`config.mk`:
```
export PLATFORM = sky130hd
export DESIGN_NAME = orbTop
export DESIGN_NICKNAME = d
export VERILOG_FILES = /design/src/rtl/linkPkg.sv /design/src/rtl/orbPkg.sv /design/src/rtl/bufWriteIf.sv /design/src/rtl/orbTop.sv /design/src/rtl/frameReader.sv /design/src/rtl/pingPongBuf.sv /design/src/rtl/orbPacker.sv /design/src/rtl/uartTx.sv /design/src/rtl/uartRx.sv
export SDC_FILE = /design/constraint.sdc
export NUM_CORES = 1
export LEC_CHECK = 0
export ABC_AREA = 0
export BUFFER_PORTS_ARGS = -buffer_cell sky130_fd_sc_hd__clkbuf_2
export CAP_MARGIN = 20
export CORE_ASPECT_RATIO = 0.8
export CORE_MARGIN = 4
export CORE_UTILIZATION = 50
export CTS_CLUSTER_SIZE = 16
export DETAILED_ROUTE_END_ITERATION = 10
export MAX_ROUTING_LAYER = met4
export PLACE_DENSITY = 0.71
export SYNTH_ARGS = -nofsm -noshare
export SYNTH_HDL_FRONTEND = slang
export SYNTH_SLANG_ARGS = --single-unit
```
`constraint.sdc`:
```
create_clock -name clk100MHz -period 7.3 [get_ports clk100MHz]
set_clock_uncertainty 0.15 [all_clocks]
set_input_delay 1.46 -clock clk100MHz [delete_from_list [all_inputs] [get_ports clk100MHz]]
set_output_delay 1.46 -clock clk100MHz [all_outputs]
set_load 0.01 [all_outputs]
```
`src/rtl/linkPkg.sv`:
```
package linkPkg;

	// RS-485 link to the local control blocks, 8N1 framing
	localparam int BYTE_W = 8;               // data bits per serial byte

	// request burst sent to every LCB once per frame
	// byte k for channel c is REQ_BASE + 16*c + k
	localparam logic [BYTE_W-1:0] REQ_BASE = 8'hA0;   // first byte of channel 0
	localparam int REQ_BYTES = 2;            // bytes per burst
	localparam int REQ_CH_STEP = 16;         // spacing between channel codes

endpackage

```
`src/rtl/orbPkg.sv`:
```
package orbPkg;

	// orbit word layout
	// bits [11:8] hold the channel tag and bits [7:0] the received byte
	localparam int ORB_WORD_W = 12;       // bits per orbit word
	localparam int TAG_W = 4;             // channel tag in the upper bits

	// empty slot marker
	// never produced by a real channel since tag 4'hF is not used
	localparam logic [ORB_WORD_W-1:0] FILL_WORD = '1;

	// word bit positions
	localparam int TAG_LSB = ORB_WORD_W - TAG_W;   // first tag bit
	localparam int TAG_MSB = ORB_WORD_W - 1;       // top tag bit, also first bit on the line

	// tag plus byte must fill the word exactly
	// the packer relies on this when it concatenates the two
	localparam int PAYLOAD_W = ORB_WORD_W - TAG_W;  // bits left for data

endpackage
```
`src/rtl/bufWriteIf.sv`:
```
`timescale 1ns/100ps

interface bufWriteIf #(
	parameter int ADDR_W = 3
);
	import orbPkg::*;

	logic wrEn;                      // one write per high cycle
	logic [ADDR_W-1:0] wrAddr;       // slot in the write bank
	logic [ORB_WORD_W-1:0] wrData;   // tag plus byte
	logic overflow;                  // write bank holds a full frame

	modport packer (output wrEn, wrAddr, wrData, input overflow);
	modport buffer (input wrEn, wrAddr, wrData, output overflow);

endinterface

```
`src/rtl/orbTop.sv`:
```
`timescale 1ns/100ps

module orbTop #(
	parameter int NUM_CH = 2,
	parameter int BAUD_DIV = 16,
	parameter int BIT_DIV = 16,
	parameter int FRAME_WORDS = 8
) (
	input  logic clk100MHz,
	input  logic arstN,
	input  logic [NUM_CH-1:0] rx,
	output logic [NUM_CH-1:0] tx,
	output logic [NUM_CH-1:0] txEn,
	output logic orbData,
	output logic orbFrame
);
	import orbPkg::*;
	import linkPkg::*;

	localparam int ADDR_W = $clog2(FRAME_WORDS);

	logic [NUM_CH-1:0] rxValid;
	logic [NUM_CH-1:0][BYTE_W-1:0] rxData;
	logic swap;
	logic pollReq;
	logic rdEn;
	logic [ADDR_W-1:0] rdAddr;
	logic [ORB_WORD_W-1:0] rdData;

	bufWriteIf #(.ADDR_W(ADDR_W)) wrBus ();

	// one receiver and one request sender per LCB
	for (genvar i = 0; i < NUM_CH; i++)
	begin : gCh
		uartRx #(.BAUD_DIV(BAUD_DIV)) uRx (
			.clk100MHz(clk100MHz),
			.arstN(arstN),
			.rx(rx[i]),
			.rxValid(rxValid[i]),
			.rxData(rxData[i])
		);

		uartTx #(.BAUD_DIV(BAUD_DIV)) uTx (
			.clk100MHz(clk100MHz),
			.arstN(arstN),
			.chanId(TAG_W'(i)),       // tag doubles as request code
			.pollReq(pollReq),
			.tx(tx[i]),
			.txEn(txEn[i])
		);
	end

	orbPacker #(.NUM_CH(NUM_CH), .FRAME_WORDS(FRAME_WORDS)) uPacker (
		.clk100MHz(clk100MHz),
		.arstN(arstN),
		.rxValid(rxValid),
		.rxData(rxData),
		.swap(swap),
		.wr(wrBus.packer)
	);

	pingPongBuf #(.FRAME_WORDS(FRAME_WORDS)) uBuf (
		.clk100MHz(clk100MHz),
		.arstN(arstN),
		.wr(wrBus.buffer),
		.swap(swap),
		.rdEn(rdEn),
		.rdAddr(rdAddr),
		.rdData(rdData)
	);

	frameReader #(.BIT_DIV(BIT_DIV), .FRAME_WORDS(FRAME_WORDS)) uReader (
		.clk100MHz(clk100MHz),
		.arstN(arstN),
		.rdData(rdData),
		.rdEn(rdEn),
		.rdAddr(rdAddr),
		.orbData(orbData),
		.orbFrame(orbFrame),
		.swap(swap),
		.pollReq(pollReq)
	);

endmodule

```
`src/rtl/frameReader.sv`:
```
`timescale 1ns/100ps

module frameReader #(
	parameter int BIT_DIV = 16,
	parameter int FRAME_WORDS = 8
) (
	input  logic clk100MHz,
	input  logic arstN,
	input  logic [orbPkg::ORB_WORD_W-1:0] rdData,
	output logic rdEn,
	output logic [$clog2(FRAME_WORDS)-1:0] rdAddr,
	output logic orbData,
	output logic orbFrame,
	output logic swap,
	output logic pollReq
);
	import orbPkg::*;

	localparam int TMR_W = $clog2(BIT_DIV);
	localparam int ADDR_W = $clog2(FRAME_WORDS);
	localparam int IDX_W = $clog2(ORB_WORD_W);

	logic [TMR_W-1:0] bitTmr;
	logic [IDX_W-1:0] bitIdx;
	logic [ADDR_W-1:0] wordIdx;
	logic [ORB_WORD_W-1:0] shiftReg;
	logic bitEnd, wordEnd, frameEnd, loadSlot;

	// the counters run two cycles ahead of the line
	// so the read at tick 0 falls in the last output bit of the previous word
	assign bitEnd = bitTmr == TMR_W'(BIT_DIV - 1);
	assign wordEnd = bitEnd && bitIdx == IDX_W'(ORB_WORD_W - 1);
	assign frameEnd = wordEnd && wordIdx == ADDR_W'(FRAME_WORDS - 1);
	assign loadSlot = bitTmr == TMR_W'(1);      // rdData valid here

	assign rdEn = bitTmr == '0 && bitIdx == '0;
	assign rdAddr = wordIdx;
	assign swap = frameEnd;        // banks flip before word 0 is fetched
	assign pollReq = frameEnd;
	assign orbData = shiftReg[ORB_WORD_W-1];   // MSB first

	always_ff @(posedge clk100MHz or negedge arstN)
	begin
		if (!arstN)
		begin
			bitTmr <= '0;
			bitIdx <= '0;
			wordIdx <= '0;
		end
		else
		begin
			bitTmr <= bitEnd ? '0 : bitTmr + 1'b1;
			if (wordEnd)
			begin
				bitIdx <= '0;
				wordIdx <= frameEnd ? '0 : wordIdx + 1'b1;
			end
			else if (bitEnd)
				bitIdx <= bitIdx + 1'b1;
		end
	end

	always_ff @(posedge clk100MHz or negedge arstN)
	begin
		if (!arstN)
		begin
			shiftReg <= '0;
			orbFrame <= 1'b0;
		end
		else if (loadSlot)
		begin
			if (bitIdx == '0)
			begin
				shiftReg <= rdData;
				orbFrame <= wordIdx == '0;   // marks the first bit only
			end
			else
			begin
				shiftReg <= {shiftReg[ORB_WORD_W-2:0], 1'b0};
				orbFrame <= 1'b0;
			end
		end
	end

endmodule

```
`src/rtl/pingPongBuf.sv`:
```
`timescale 1ns/100ps

module pingPongBuf #(
	parameter int FRAME_WORDS = 8
) (
	input  logic clk100MHz,
	input  logic arstN,
	bufWriteIf.buffer wr,
	input  logic swap,
	input  logic rdEn,
	input  logic [$clog2(FRAME_WORDS)-1:0] rdAddr,
	output logic [orbPkg::ORB_WORD_W-1:0] rdData
);
	import orbPkg::*;

	localparam int ADDR_W = $clog2(FRAME_WORDS);
	localparam int CNT_W = ADDR_W + 1;       // counts up to a full frame

	logic [ORB_WORD_W-1:0] mem [2*FRAME_WORDS];   // bank bit on top of address
	logic [CNT_W-1:0] fillCnt [2];
	logic wrBank;
	logic rdBank;
	logic wrOk;

	assign rdBank = ~wrBank;
	assign wr.overflow = fillCnt[wrBank] == CNT_W'(FRAME_WORDS);
	assign wrOk = wr.wrEn & ~wr.overflow;

	always_ff @(posedge clk100MHz or negedge arstN)
	begin
		if (!arstN)
		begin
			wrBank <= 1'b0;
			fillCnt[0] <= '0;
			fillCnt[1] <= '0;
		end
		else
		begin
			if (wrOk)
				fillCnt[wrBank] <= fillCnt[wrBank] + 1'b1;
			if (swap)
			begin
				wrBank <= ~wrBank;
				fillCnt[rdBank] <= '0;   // old read bank becomes the empty write bank
			end
		end
	end

	always_ff @(posedge clk100MHz)
	begin
		if (wrOk)
			mem[{wrBank, wr.wrAddr}] <= wr.wrData;
		if (rdEn)
			rdData <= (CNT_W'(rdAddr) < fillCnt[rdBank]) ? mem[{rdBank, rdAddr}] : FILL_WORD;
	end

endmodule

```
`src/rtl/orbPacker.sv`:
```
`timescale 1ns/100ps

module orbPacker #(
	parameter int NUM_CH = 2,
	parameter int FRAME_WORDS = 8
) (
	input  logic clk100MHz,
	input  logic arstN,
	input  logic [NUM_CH-1:0] rxValid,
	input  logic [NUM_CH-1:0][linkPkg::BYTE_W-1:0] rxData,
	input  logic swap,
	bufWriteIf.packer wr
);
	import orbPkg::*;
	import linkPkg::*;

	localparam int ADDR_W = $clog2(FRAME_WORDS);
	localparam int CH_W = (NUM_CH > 1) ? $clog2(NUM_CH) : 1;

	logic firstHit, secondHit;
	logic [CH_W-1:0] firstCh, secondCh;
	logic [ORB_WORD_W-1:0] firstWord, secondWord;
	logic pendValid, holdValid;
	logic [ORB_WORD_W-1:0] pendWord, holdWord;
	logic [ADDR_W-1:0] wrAddr;

	// lowest channel wins, the runner-up goes to the hold register
	always_comb
	begin
		firstHit = 1'b0;
		secondHit = 1'b0;
		firstCh = '0;
		secondCh = '0;
		for (int c = 0; c < NUM_CH; c++)
		begin
			if (rxValid[c] && !firstHit)
			begin
				firstHit = 1'b1;
				firstCh = CH_W'(c);
			end
			else if (rxValid[c] && !secondHit)
			begin
				secondHit = 1'b1;
				secondCh = CH_W'(c);
			end
		end
	end

	assign firstWord = {TAG_W'(firstCh), rxData[firstCh]};
	assign secondWord = {TAG_W'(secondCh), rxData[secondCh]};

	assign wr.wrEn = pendValid & ~wr.overflow;   // full bank drops the byte
	assign wr.wrAddr = wrAddr;
	assign wr.wrData = pendWord;

	always_ff @(posedge clk100MHz or negedge arstN)
	begin
		if (!arstN)
		begin
			pendValid <= 1'b0;
			holdValid <= 1'b0;
			wrAddr <= '0;
		end
		else
		begin
			if (holdValid)
			begin
				pendValid <= 1'b1;          // held byte is older, goes first
				holdValid <= firstHit;
			end
			else
			begin
				pendValid <= firstHit;
				holdValid <= secondHit;
			end
			if (swap)
				wrAddr <= '0;              // new bank starts at slot 0
			else if (wr.wrEn)
				wrAddr <= wrAddr + 1'b1;
		end
	end

	always_ff @(posedge clk100MHz)
	begin
		pendWord <= holdValid ? holdWord : firstWord;
		holdWord <= holdValid ? firstWord : secondWord;
	end

endmodule

```
`src/rtl/uartTx.sv`:
```
`timescale 1ns/100ps

module uartTx #(
	parameter int BAUD_DIV = 16
) (
	input  logic clk100MHz,
	input  logic arstN,
	input  logic [orbPkg::TAG_W-1:0] chanId,
	input  logic pollReq,
	output logic tx,
	output logic txEn
);
	import linkPkg::*;

	localparam int CNT_W = $clog2(BAUD_DIV);
	localparam int FRAME_BITS = BYTE_W + 2;          // start, data, stop
	localparam int BITS_W = $clog2(FRAME_BITS);
	localparam int BYTE_CNT_W = $clog2(REQ_BYTES + 1);

	logic [CNT_W-1:0] baudCnt;
	logic [BITS_W-1:0] bitCnt;
	logic [BYTE_CNT_W-1:0] byteCnt;    // index of the next byte to load
	logic [FRAME_BITS-1:0] txShift;
	logic [BYTE_W-1:0] reqByte;
	logic baudTick;

	assign reqByte = REQ_BASE + BYTE_W'(chanId) * BYTE_W'(REQ_CH_STEP) + BYTE_W'(byteCnt);
	assign baudTick = baudCnt == CNT_W'(BAUD_DIV - 1);
	assign tx = txShift[0];

	always_ff @(posedge clk100MHz or negedge arstN)
	begin
		if (!arstN)
		begin
			txShift <= '1;           // line idles high
			txEn <= 1'b0;
			baudCnt <= '0;
			bitCnt <= '0;
			byteCnt <= '0;
		end
		else if (!txEn)
		begin
			baudCnt <= '0;
			bitCnt <= '0;
			if (pollReq)
			begin
				txShift <= {1'b1, reqByte, 1'b0};
				byteCnt <= byteCnt + 1'b1;
				txEn <= 1'b1;        // driver on with the first start bit
			end
		end
		else if (baudTick)
		begin
			baudCnt <= '0;
			if (bitCnt == BITS_W'(FRAME_BITS - 1))
			begin
				bitCnt <= '0;
				if (byteCnt == BYTE_CNT_W'(REQ_BYTES))
				begin
					txEn <= 1'b0;    // burst done, release the bus
					byteCnt <= '0;
					txShift <= '1;
				end
				else
				begin
					txShift <= {1'b1, reqByte, 1'b0};   // next byte straight after stop
					byteCnt <= byteCnt + 1'b1;
				end
			end
			else
			begin
				bitCnt <= bitCnt + 1'b1;
				txShift <= {1'b1, txShift[FRAME_BITS-1:1]};
			end
		end
		else
			baudCnt <= baudCnt + 1'b1;
	end

endmodule

```
`src/rtl/uartRx.sv`:
```
`timescale 1ns/100ps

module uartRx #(
	parameter int BAUD_DIV = 16
) (
	input  logic clk100MHz,
	input  logic arstN,
	input  logic rx,
	output logic rxValid,
	output logic [linkPkg::BYTE_W-1:0] rxData
);
	import linkPkg::*;

	typedef enum logic [1:0] {IDLE, START, DATA, STOP} rxStateT;

	localparam int CNT_W = $clog2(BAUD_DIV);
	localparam int BIT_W = $clog2(BYTE_W);
	localparam int HALF = BAUD_DIV / 2 - 1;   // middle of the start bit

	rxStateT state;
	logic [2:0] rxSync;          // two sync flops plus previous value
	logic [CNT_W-1:0] baudCnt;
	logic [BIT_W-1:0] bitCnt;
	logic startEdge;
	logic baudTick;

	assign startEdge = rxSync[2] & ~rxSync[1];   // falling edge of synced line
	assign baudTick = baudCnt == CNT_W'(BAUD_DIV - 1);

	always_ff @(posedge clk100MHz or negedge arstN)
	begin
		if (!arstN)
		begin
			state <= IDLE;
			rxSync <= '1;            // idle line is high
			baudCnt <= '0;
			bitCnt <= '0;
			rxValid <= 1'b0;
		end
		else
		begin
			rxSync <= {rxSync[1:0], rx};
			rxValid <= 1'b0;
			baudCnt <= baudTick ? '0 : baudCnt + 1'b1;
			case (state)
				IDLE:
					if (startEdge)
					begin
						state <= START;
						baudCnt <= '0;
					end
				START:
					if (baudCnt == CNT_W'(HALF))
					begin
						baudCnt <= '0;           // next ticks land mid-bit
						bitCnt <= '0;
						state <= rxSync[1] ? IDLE : DATA;   // glitch, not a start bit
					end
				DATA:
					if (baudTick)
					begin
						bitCnt <= bitCnt + 1'b1;
						if (bitCnt == BIT_W'(BYTE_W - 1))
							state <= STOP;
					end
				STOP:
					if (baudTick)
					begin
						state <= IDLE;
						rxValid <= rxSync[1];    // low stop bit means framing error
					end
				default: state <= IDLE;
			endcase
		end
	end

	// LSB arrives first
	always_ff @(posedge clk100MHz)
	begin
		if (state == DATA && baudTick)
			rxData <= {rxSync[1], rxData[BYTE_W-1:1]};
	end

endmodule

```
==> results.sh, run 1 <==
export IMPL_finalSetupViolCount=0
export IMPL_dp_hpwl_um=14600
export IMPL_worst_path_largest_cell_delay_ns=0.89
export IMPL_stdcell_area_sq_mm=0.0137
export IMPL_routed_wirelength_um=22900
export IMPL_finalNetCount=927
export IMPL_start_kind="flop"
export IMPL_num_vias=6974
export IMPL_syn_area_sq_mm=0.0124
export IMPL_dieArea_sq_mm=0.0274
export IMPL_grt_pass1_wl_um=38000
export IMPL_start_util_pct=50.9
export IMPL_track_usage_pct=17.8
export IMPL_cts_tree="built"
export IMPL_wire_per_inst_um=18.6
export IMPL_synth_fp_nets=922
export IMPL_post_cts_resized=0
export IMPL_status="finished, final reports clean"
export IMPL_slew_headroom_pct=33.4
export IMPL_worst_ep_required_time_ns=7.31
export IMPL_synth_edff_count=170
export IMPL_fillers=1939
export IMPL_insertion_delay_ns=0.54
export IMPL_cp_cell_sequence="buf_4, a21oi_1, ha_1, o21ai_4, nand2_1, nor4b_2"
export IMPL_crit_arrival_ns=3.17
export IMPL_grt_overflow_total=0
export IMPL_hold_viol_final=0
export IMPL_cts_made_buffers=29
export IMPL_ys_seq_elements=290
export IMPL_slowest_stage="nor4b_2"
export IMPL_yosys_warnings=0
export IMPL_ios=10
export IMPL_postSynthCellCount=882
export IMPL_coreArea_sq_mm=0.0244
export IMPL_path_max_fanout=28
export IMPL_grt_pass1_vias=6941
export IMPL_cp_end_kind="flop"
export IMPL_drive_gt1_share_pct=16.0
export IMPL_port_buffers=9
export IMPL_die_w_um=184
export IMPL_criticalPathCategory="reg -> reg"
export IMPL_power_density_mw_per_mm2=260
export IMPL_yosysUniqueCellTypes=64
export IMPL_cts_sinks=290
export IMPL_leakagePower_nw=5.02
export IMPL_avgSynthCellArea_sq_um=14.1
export IMPL_cts_buffer_depth=3
export IMPL_slew_violations=0
export IMPL_hold_worst_slack_ns=0.206
export IMPL_grt_max_degree=58
export IMPL_initialDrtViolationCount=559
export IMPL_antenna_left=0
export IMPL_fin_setup_tns_ns=0
export IMPL_cts_root_buf="clkbuf_16"
export IMPL_min_period_ns=3.17
export IMPL_hp_class="reg -> reg"
export IMPL_drc_errors=0
export IMPL_viasPerCell=5.68
export IMPL_syn2layout_area_growth_pct=10.1
export IMPL_maxCapViolCount=0
export IMPL_rsz0062_at_grt="false"
export IMPL_dpl_instance_area_sq_mm=0.0127
export IMPL_h_tree_depth=1
export IMPL_firstDrtPassIters=6
export IMPL_cts_hold_buf=0
export IMPL_synthArstFlopShare_pct=35.2
export IMPL_ir_worst_vdd_mv=0.180
export IMPL_path_clk_slew_ns=0.06
export IMPL_max_freq_mhz=316
export IMPL_worst_pin_slew_ns=0.997
export IMPL_antenna_found_initial=0
export IMPL_seq_area_frac_synth_pct=64.8
export IMPL_cts_setup_buffers=0
export IMPL_globalplace_congestion=0.811
export IMPL_num_rows=51
export IMPL_antenna_cells=0
export IMPL_ys_flop_type="edfxtp_1"
export IMPL_fin_crit_sh_pct=43.4
export IMPL_die_h_um=149
[cells by family after synthesis]
| group | synth area share [%] |
|---|---|
| AND/OR/NAND/NOR | 10.3 |
| XOR/XNOR | 0.777 |
| flip-flops | 64.8 |
| multiplexers | 9.99 |
| buffers and inverters | 2.72 |
| AO/OA/AOI/OAI | 7.63 |
| adder cells (fa/ha/maj) | 3.71 |
[cell usage in the layout, fill, tap and decap left out, drive strengths merged, types with 17 or more instances in the layout]
cell type  instances
nand3             28
mux2i             26
nand2             64
o21ai             48
nor2b             17
mux4              36
edfxtp           170
ha                36
a21oi             30
dfxtp             18
dfstp             22
inv               40
a22oi             18
nor2              47
clkbuf            43
and2              18
dfrtp             80
[registers in the layout, indices dropped and copies added (netlist names), 9 cells and up, named ones only]
register / cells
uPacker.wr.wrData: 9
uBuf.mem: 144
uReader.shiftReg: 12
uBuf.rdData: 10
uPacker.holdWord: 9
gCh.uTx.txShift: 16
gCh.uRx.rxData: 16
[metal layers]
metal	global-route usage, %	vias up	share of wire (%)
li1	-	3301	-
met1	27.2	3437	49
met2	24.9	202	43
met3	3.41	34	6.0
met4	4.29	0	1.8
met5	-	-	0
[area by class of cell]
cell class | instances | area (sq um) | share of cell area [%]
repair buffers | 14 | 85.1 | 0.623
flip-flops and latches | 290 | 8050 | 58.9
well taps | 318 | 398 | 2.91
inverters | 36 | 135 | 0.989
multi-input cells | 516 | 4050 | 29.6
clock buffers | 35 | 758 | 5.55
clock inverters | 18 | 186 | 1.36
[Yosys cell counts (13+ instances only)]
library cell	instances	area [sq um]
ha_1	36	450
and2_1	18	113
mux2i_1	26	260
dfxtp_1	18	360
nor2b_1	17	106
a21oi_1	30	150
buf_2	18	90.1
edfxtp_1	170	5100
nand2_1	64	240
nor2_1	46	173
inv_1	35	131
dfrtp_1	80	2000
o21ai_0	37	185
mux4_2	36	811
dfstp_2	22	578
mux2_2	13	146
nand3_1	27	135
a22oi_1	18	135
[final timing paths]
kind	startpoint	end	slack, ns	cells past startpoint
hold / removal	gCh[1].uRx.rxSync[0]$_DFF_PN1_	gCh[1].uRx.rxSync[1]$_DFF_PN1_	0.21	0
max in group asynchronous	arstN	gCh[1].uRx.bitCnt[1]$_DFFE_PN0P_	5.06	2
setup reg to reg	uBuf.wrBank$_DFFE_PN0P_	uBuf.mem[3][2]$_DFFE_PP_	4.13	6
min in group asynchronous	arstN	gCh[1].uTx.bitCnt[2]$_DFFE_PN0N_	0.77	1
hold reg to reg	gCh[1].uRx.rxSync[0]$_DFF_PN1_	gCh[1].uRx.rxSync[1]$_DFF_PN1_	0.21	0
setup / recovery	uBuf.wrBank$_DFFE_PN0P_	uBuf.mem[3][2]$_DFFE_PP_	4.13	6
[through the flow]
stage	worst slack, ns	instances	power [mW]	utilization (%)
finish	4.13	1227	3.56	56.0
global route	3.85	1227	3.71	56.0
CTS	4.11	1227	3.59	56.0
detailed placement	4.12	1174	2.12	52.2
global placement	4.24	1174	2.11	52.2
floorplan	4.13	882	2.05	-
[worst max-delay path, delay by kind of cell (launching register included)]
| kind | cells | cell delay, ns |
|---|---|---|
| AOI/OAI and AO/OA | 2 | 0.27 |
| adders and majority gates | 1 | 0.28 |
| buffers and inverters | 1 | 0.38 |
| DFF | 1 | 0.60 |
| and+or+nand+nor | 2 | 1.11 |
[power breakdown]
part	internal (mW)	total [mW]	switching, mW
Clock	0.852	1.47	0.617
Combinational	0.123	0.276	0.154
Sequential	1.77	1.81	0.0431
Power figures use the tool's default switching activity.
==> run 2: changes to the inputs <==
PLACE_DENSITY = 0.74   (was 0.71)
clock period = 2.9 ns   (was 7.3 ns; I/O delays follow)
==> run 2 against run 1 <==
Compared with the run above: non-clock buffer count up 10; count of clock-buffer cells in the layout is 3 lower; sequential power rose to 2.5 times the previous value; clock power up 150%; critical path type unchanged; via count rose by 1.5%; maximum frequency is 19% higher; sequential cell count unchanged; wire length up 2.7%; worst hold slack lost 0.0012 ns; cell count up 0.73%; largest cell class unchanged; worst setup slack got worse by 3.9 ns.
==> results.sh, run 2 (synthesis results as in run 1) <==
export IMPL_power_density_mw_per_mm2=646
export IMPL_drc_errors=0
export IMPL_grt_most_used_layer="met1"
export IMPL_firstDrtPassIters=5
export IMPL_min_period_ns=2.65
export IMPL_cts_root_buf="clkbuf_16"
export IMPL_power_frac_clock_pct=40.8
export IMPL_dp_cells=1181
export IMPL_path_clk_slew_ns=0.06
export IMPL_grt_overflow_total=0
export IMPL_cts_sinks=290
export IMPL_die_h_um=149
export IMPL_num_vias=7076
export IMPL_final_common_cell="edfxtp_1"
export IMPL_rsz0062_at_grt="false"
export IMPL_cts_tree="built"
export IMPL_port_buffers=9
export IMPL_status="finished, final reports clean"
export IMPL_hold_worst_slack_ns=0.205
export IMPL_post_route_worst_setup_slack_ns=0.246
export IMPL_viasPerCell=5.72
export IMPL_power_mw=8.88
export IMPL_worst_pin_slew_ns=0.823
export IMPL_met3_usage_pct=2.49
export IMPL_crit_arrival_ns=2.68
export IMPL_grt_pass1_wl_um=38200
export IMPL_antenna_left=0
export IMPL_finalNetCount=936
export IMPL_path_max_fanout=13
export IMPL_cts_buffer_depth=3
export IMPL_ios=10
export IMPL_netSwitchingPower_mw=2.00
export IMPL_grt_pass1_vias=6826
export IMPL_globalplace_congestion=0.829
export IMPL_worstSetupPathDepth=6
export IMPL_ir_worst_vdd_mv=0.569
export IMPL_internal_power_mw=6.88
export IMPL_final_cells=1236
export IMPL_worst_r2r_cell_count=6
export IMPL_final_util_pct=56.4
export IMPL_dpl_instance_area_sq_mm=0.0128
export IMPL_criticalPathCategory="reg -> reg"
export IMPL_slew_headroom_pct=45.1
export IMPL_slowest_stage="and4_1"
export IMPL_leakagePower_nw=5.08
export IMPL_grtUsageMet1_pct=27.7
export IMPL_comb_power_share_pct=7.9
export IMPL_max_freq_mhz=377
export IMPL_antenna_found_initial=0
export IMPL_h_tree_depth=1
export IMPL_p_sw_share_pct=22.6
export IMPL_drive_gt1_share_pct=16.9
export IMPL_cts_made_buffers=28
export IMPL_worst_ep_required_time_ns=2.92
export IMPL_syn2layout_area_growth_pct=10.8
export IMPL_routed_wirelength_um=23500
export IMPL_reg_largest_list="uBuf.mem: 144 flops, gCh.uRx.rxData: 16 flops, gCh.uTx.txShift: 16 flops"
export IMPL_start_util_pct=50.9
export IMPL_final_cell_mix="edfxtp_1, dfrtp_1, nand2_1"
export IMPL_stdcell_area_sq_mm=0.0137
export IMPL_finalSetupViolCount=0
export IMPL_slew_violations=0
export IMPL_cts_setup_buffers=0
export IMPL_worst_path_dominant_cell_family="simple AND/OR/NAND/NOR gates"
export IMPL_maxCapViolCount=0
export IMPL_wire_per_inst_um=19.0
export IMPL_insertion_delay_ns=0.53
export IMPL_worst_path_largest_cell_delay_ns=0.54
export IMPL_initialDrtViolationCount=579
export IMPL_antenna_cells=0
export IMPL_dieArea_sq_mm=0.0274
export IMPL_hold_viol_final=0
export IMPL_hp_class="reg -> reg"
export IMPL_coreArea_sq_mm=0.0244
export IMPL_fin_crit_sh_pct=91.5
export IMPL_die_w_um=184
export IMPL_cp_end_kind="flop"
export IMPL_place_ws_ns=0.270
export IMPL_seq_power_share_pct=51.3
export IMPL_gr_usage_met2_pct=25.8
export IMPL_start_kind="flop"
export IMPL_top_register="uBuf.mem"
export IMPL_largest_register_ffs=144
export IMPL_num_rows=51
export IMPL_cp_cell_sequence="nor2b_1, a21oi_1, ha_1, o21a_1, nor2_2, and4_1"
export IMPL_grt_max_degree=68
export IMPL_fin_setup_tns_ns=0
export IMPL_track_usage_pct=18.0
export IMPL_path_buf_inv=0
export IMPL_whs_path_depth=0
export IMPL_dp_hpwl_um=15100
==> run 2: cell count changes in the layout (fill, tap and decap cells not counted) <==
cell	previous run	this run
clkinvlp_4	2	1
inv_8	1	0
inv_4	0	1
clkinv_1	4	3
clkbuf_1	5	2
dlygate4sd3_1	0	3
clkinv_2	3	10
buf_12	0	2
inv_6	3	1
buf_4	6	11
clkinv_4	1	0
==> run 2: routing by layer <==
metal  share of wire (%)  up-vias
met5                   0        -
met4                 1.7        0
met3                 6.5       30
met2                  45      215
met1                  47     3512
li1                    -     3319
==> run 2: worst reg2reg max path, cell delays in order (launching register included) <==
cell and delay (ns):
dfrtp_1 0.52, nor2b_1 0.21, a21oi_1 0.08, ha_1 0.28, o21a_1 0.19, nor2_2 0.32
and4_1 0.55
==> run 2: worst paths after layout <==
path,from,slack [ns],endpoint
hold / removal,gCh[0].uRx.rxSync[0]$_DFF_PN1_,0.20,gCh[0].uRx.rxSync[1]$_DFF_PN1_
max in group asynchronous,arstN,1.45,gCh[1].uRx.rxSync[2]$_DFF_PN1_
setup reg to reg,uBuf.wrBank$_DFFE_PN0P_,0.25,uBuf.mem[13][7]$_DFFE_PP_
hold reg to reg,gCh[0].uRx.rxSync[0]$_DFF_PN1_,0.20,gCh[0].uRx.rxSync[1]$_DFF_PN1_
setup / recovery,uBuf.wrBank$_DFFE_PN0P_,0.25,uBuf.mem[13][7]$_DFFE_PP_
min in group asynchronous,arstN,0.39,gCh[1].uTx.bitCnt[3]$_DFFE_PN0N_
==> run 2: timing repair <==
item / 4_1_cts / 5_1_grt
endpoints found under the hold margin: 29 / 0
resized for setup: 0 / 0
hold buffers: 3 / 0
==> run 2: final cells by class <==
type	instances	area, sq um
sequential	290	8050
timing repair buffer	24	193
clock buffer	32	747
tap	318	398
fill	1929	10600
multi-input combinational	516	4050
inverter	36	135
clock inverter	20	179
==> run 2: power by group through the flow <==
| stage | combinational (mW) | clock, mW | sequential (mW) |
|---|---|---|---|
| after floorplan | 0.543 | 0 | 4.61 |
| after global placement | 0.685 | 0 | 4.64 |
| after detailed placement | 0.704 | 0 | 4.64 |
| after CTS | 0.709 | 3.70 | 4.56 |
| after global routing | 0.796 | 3.88 | 4.58 |
| final | 0.704 | 3.62 | 4.56 |
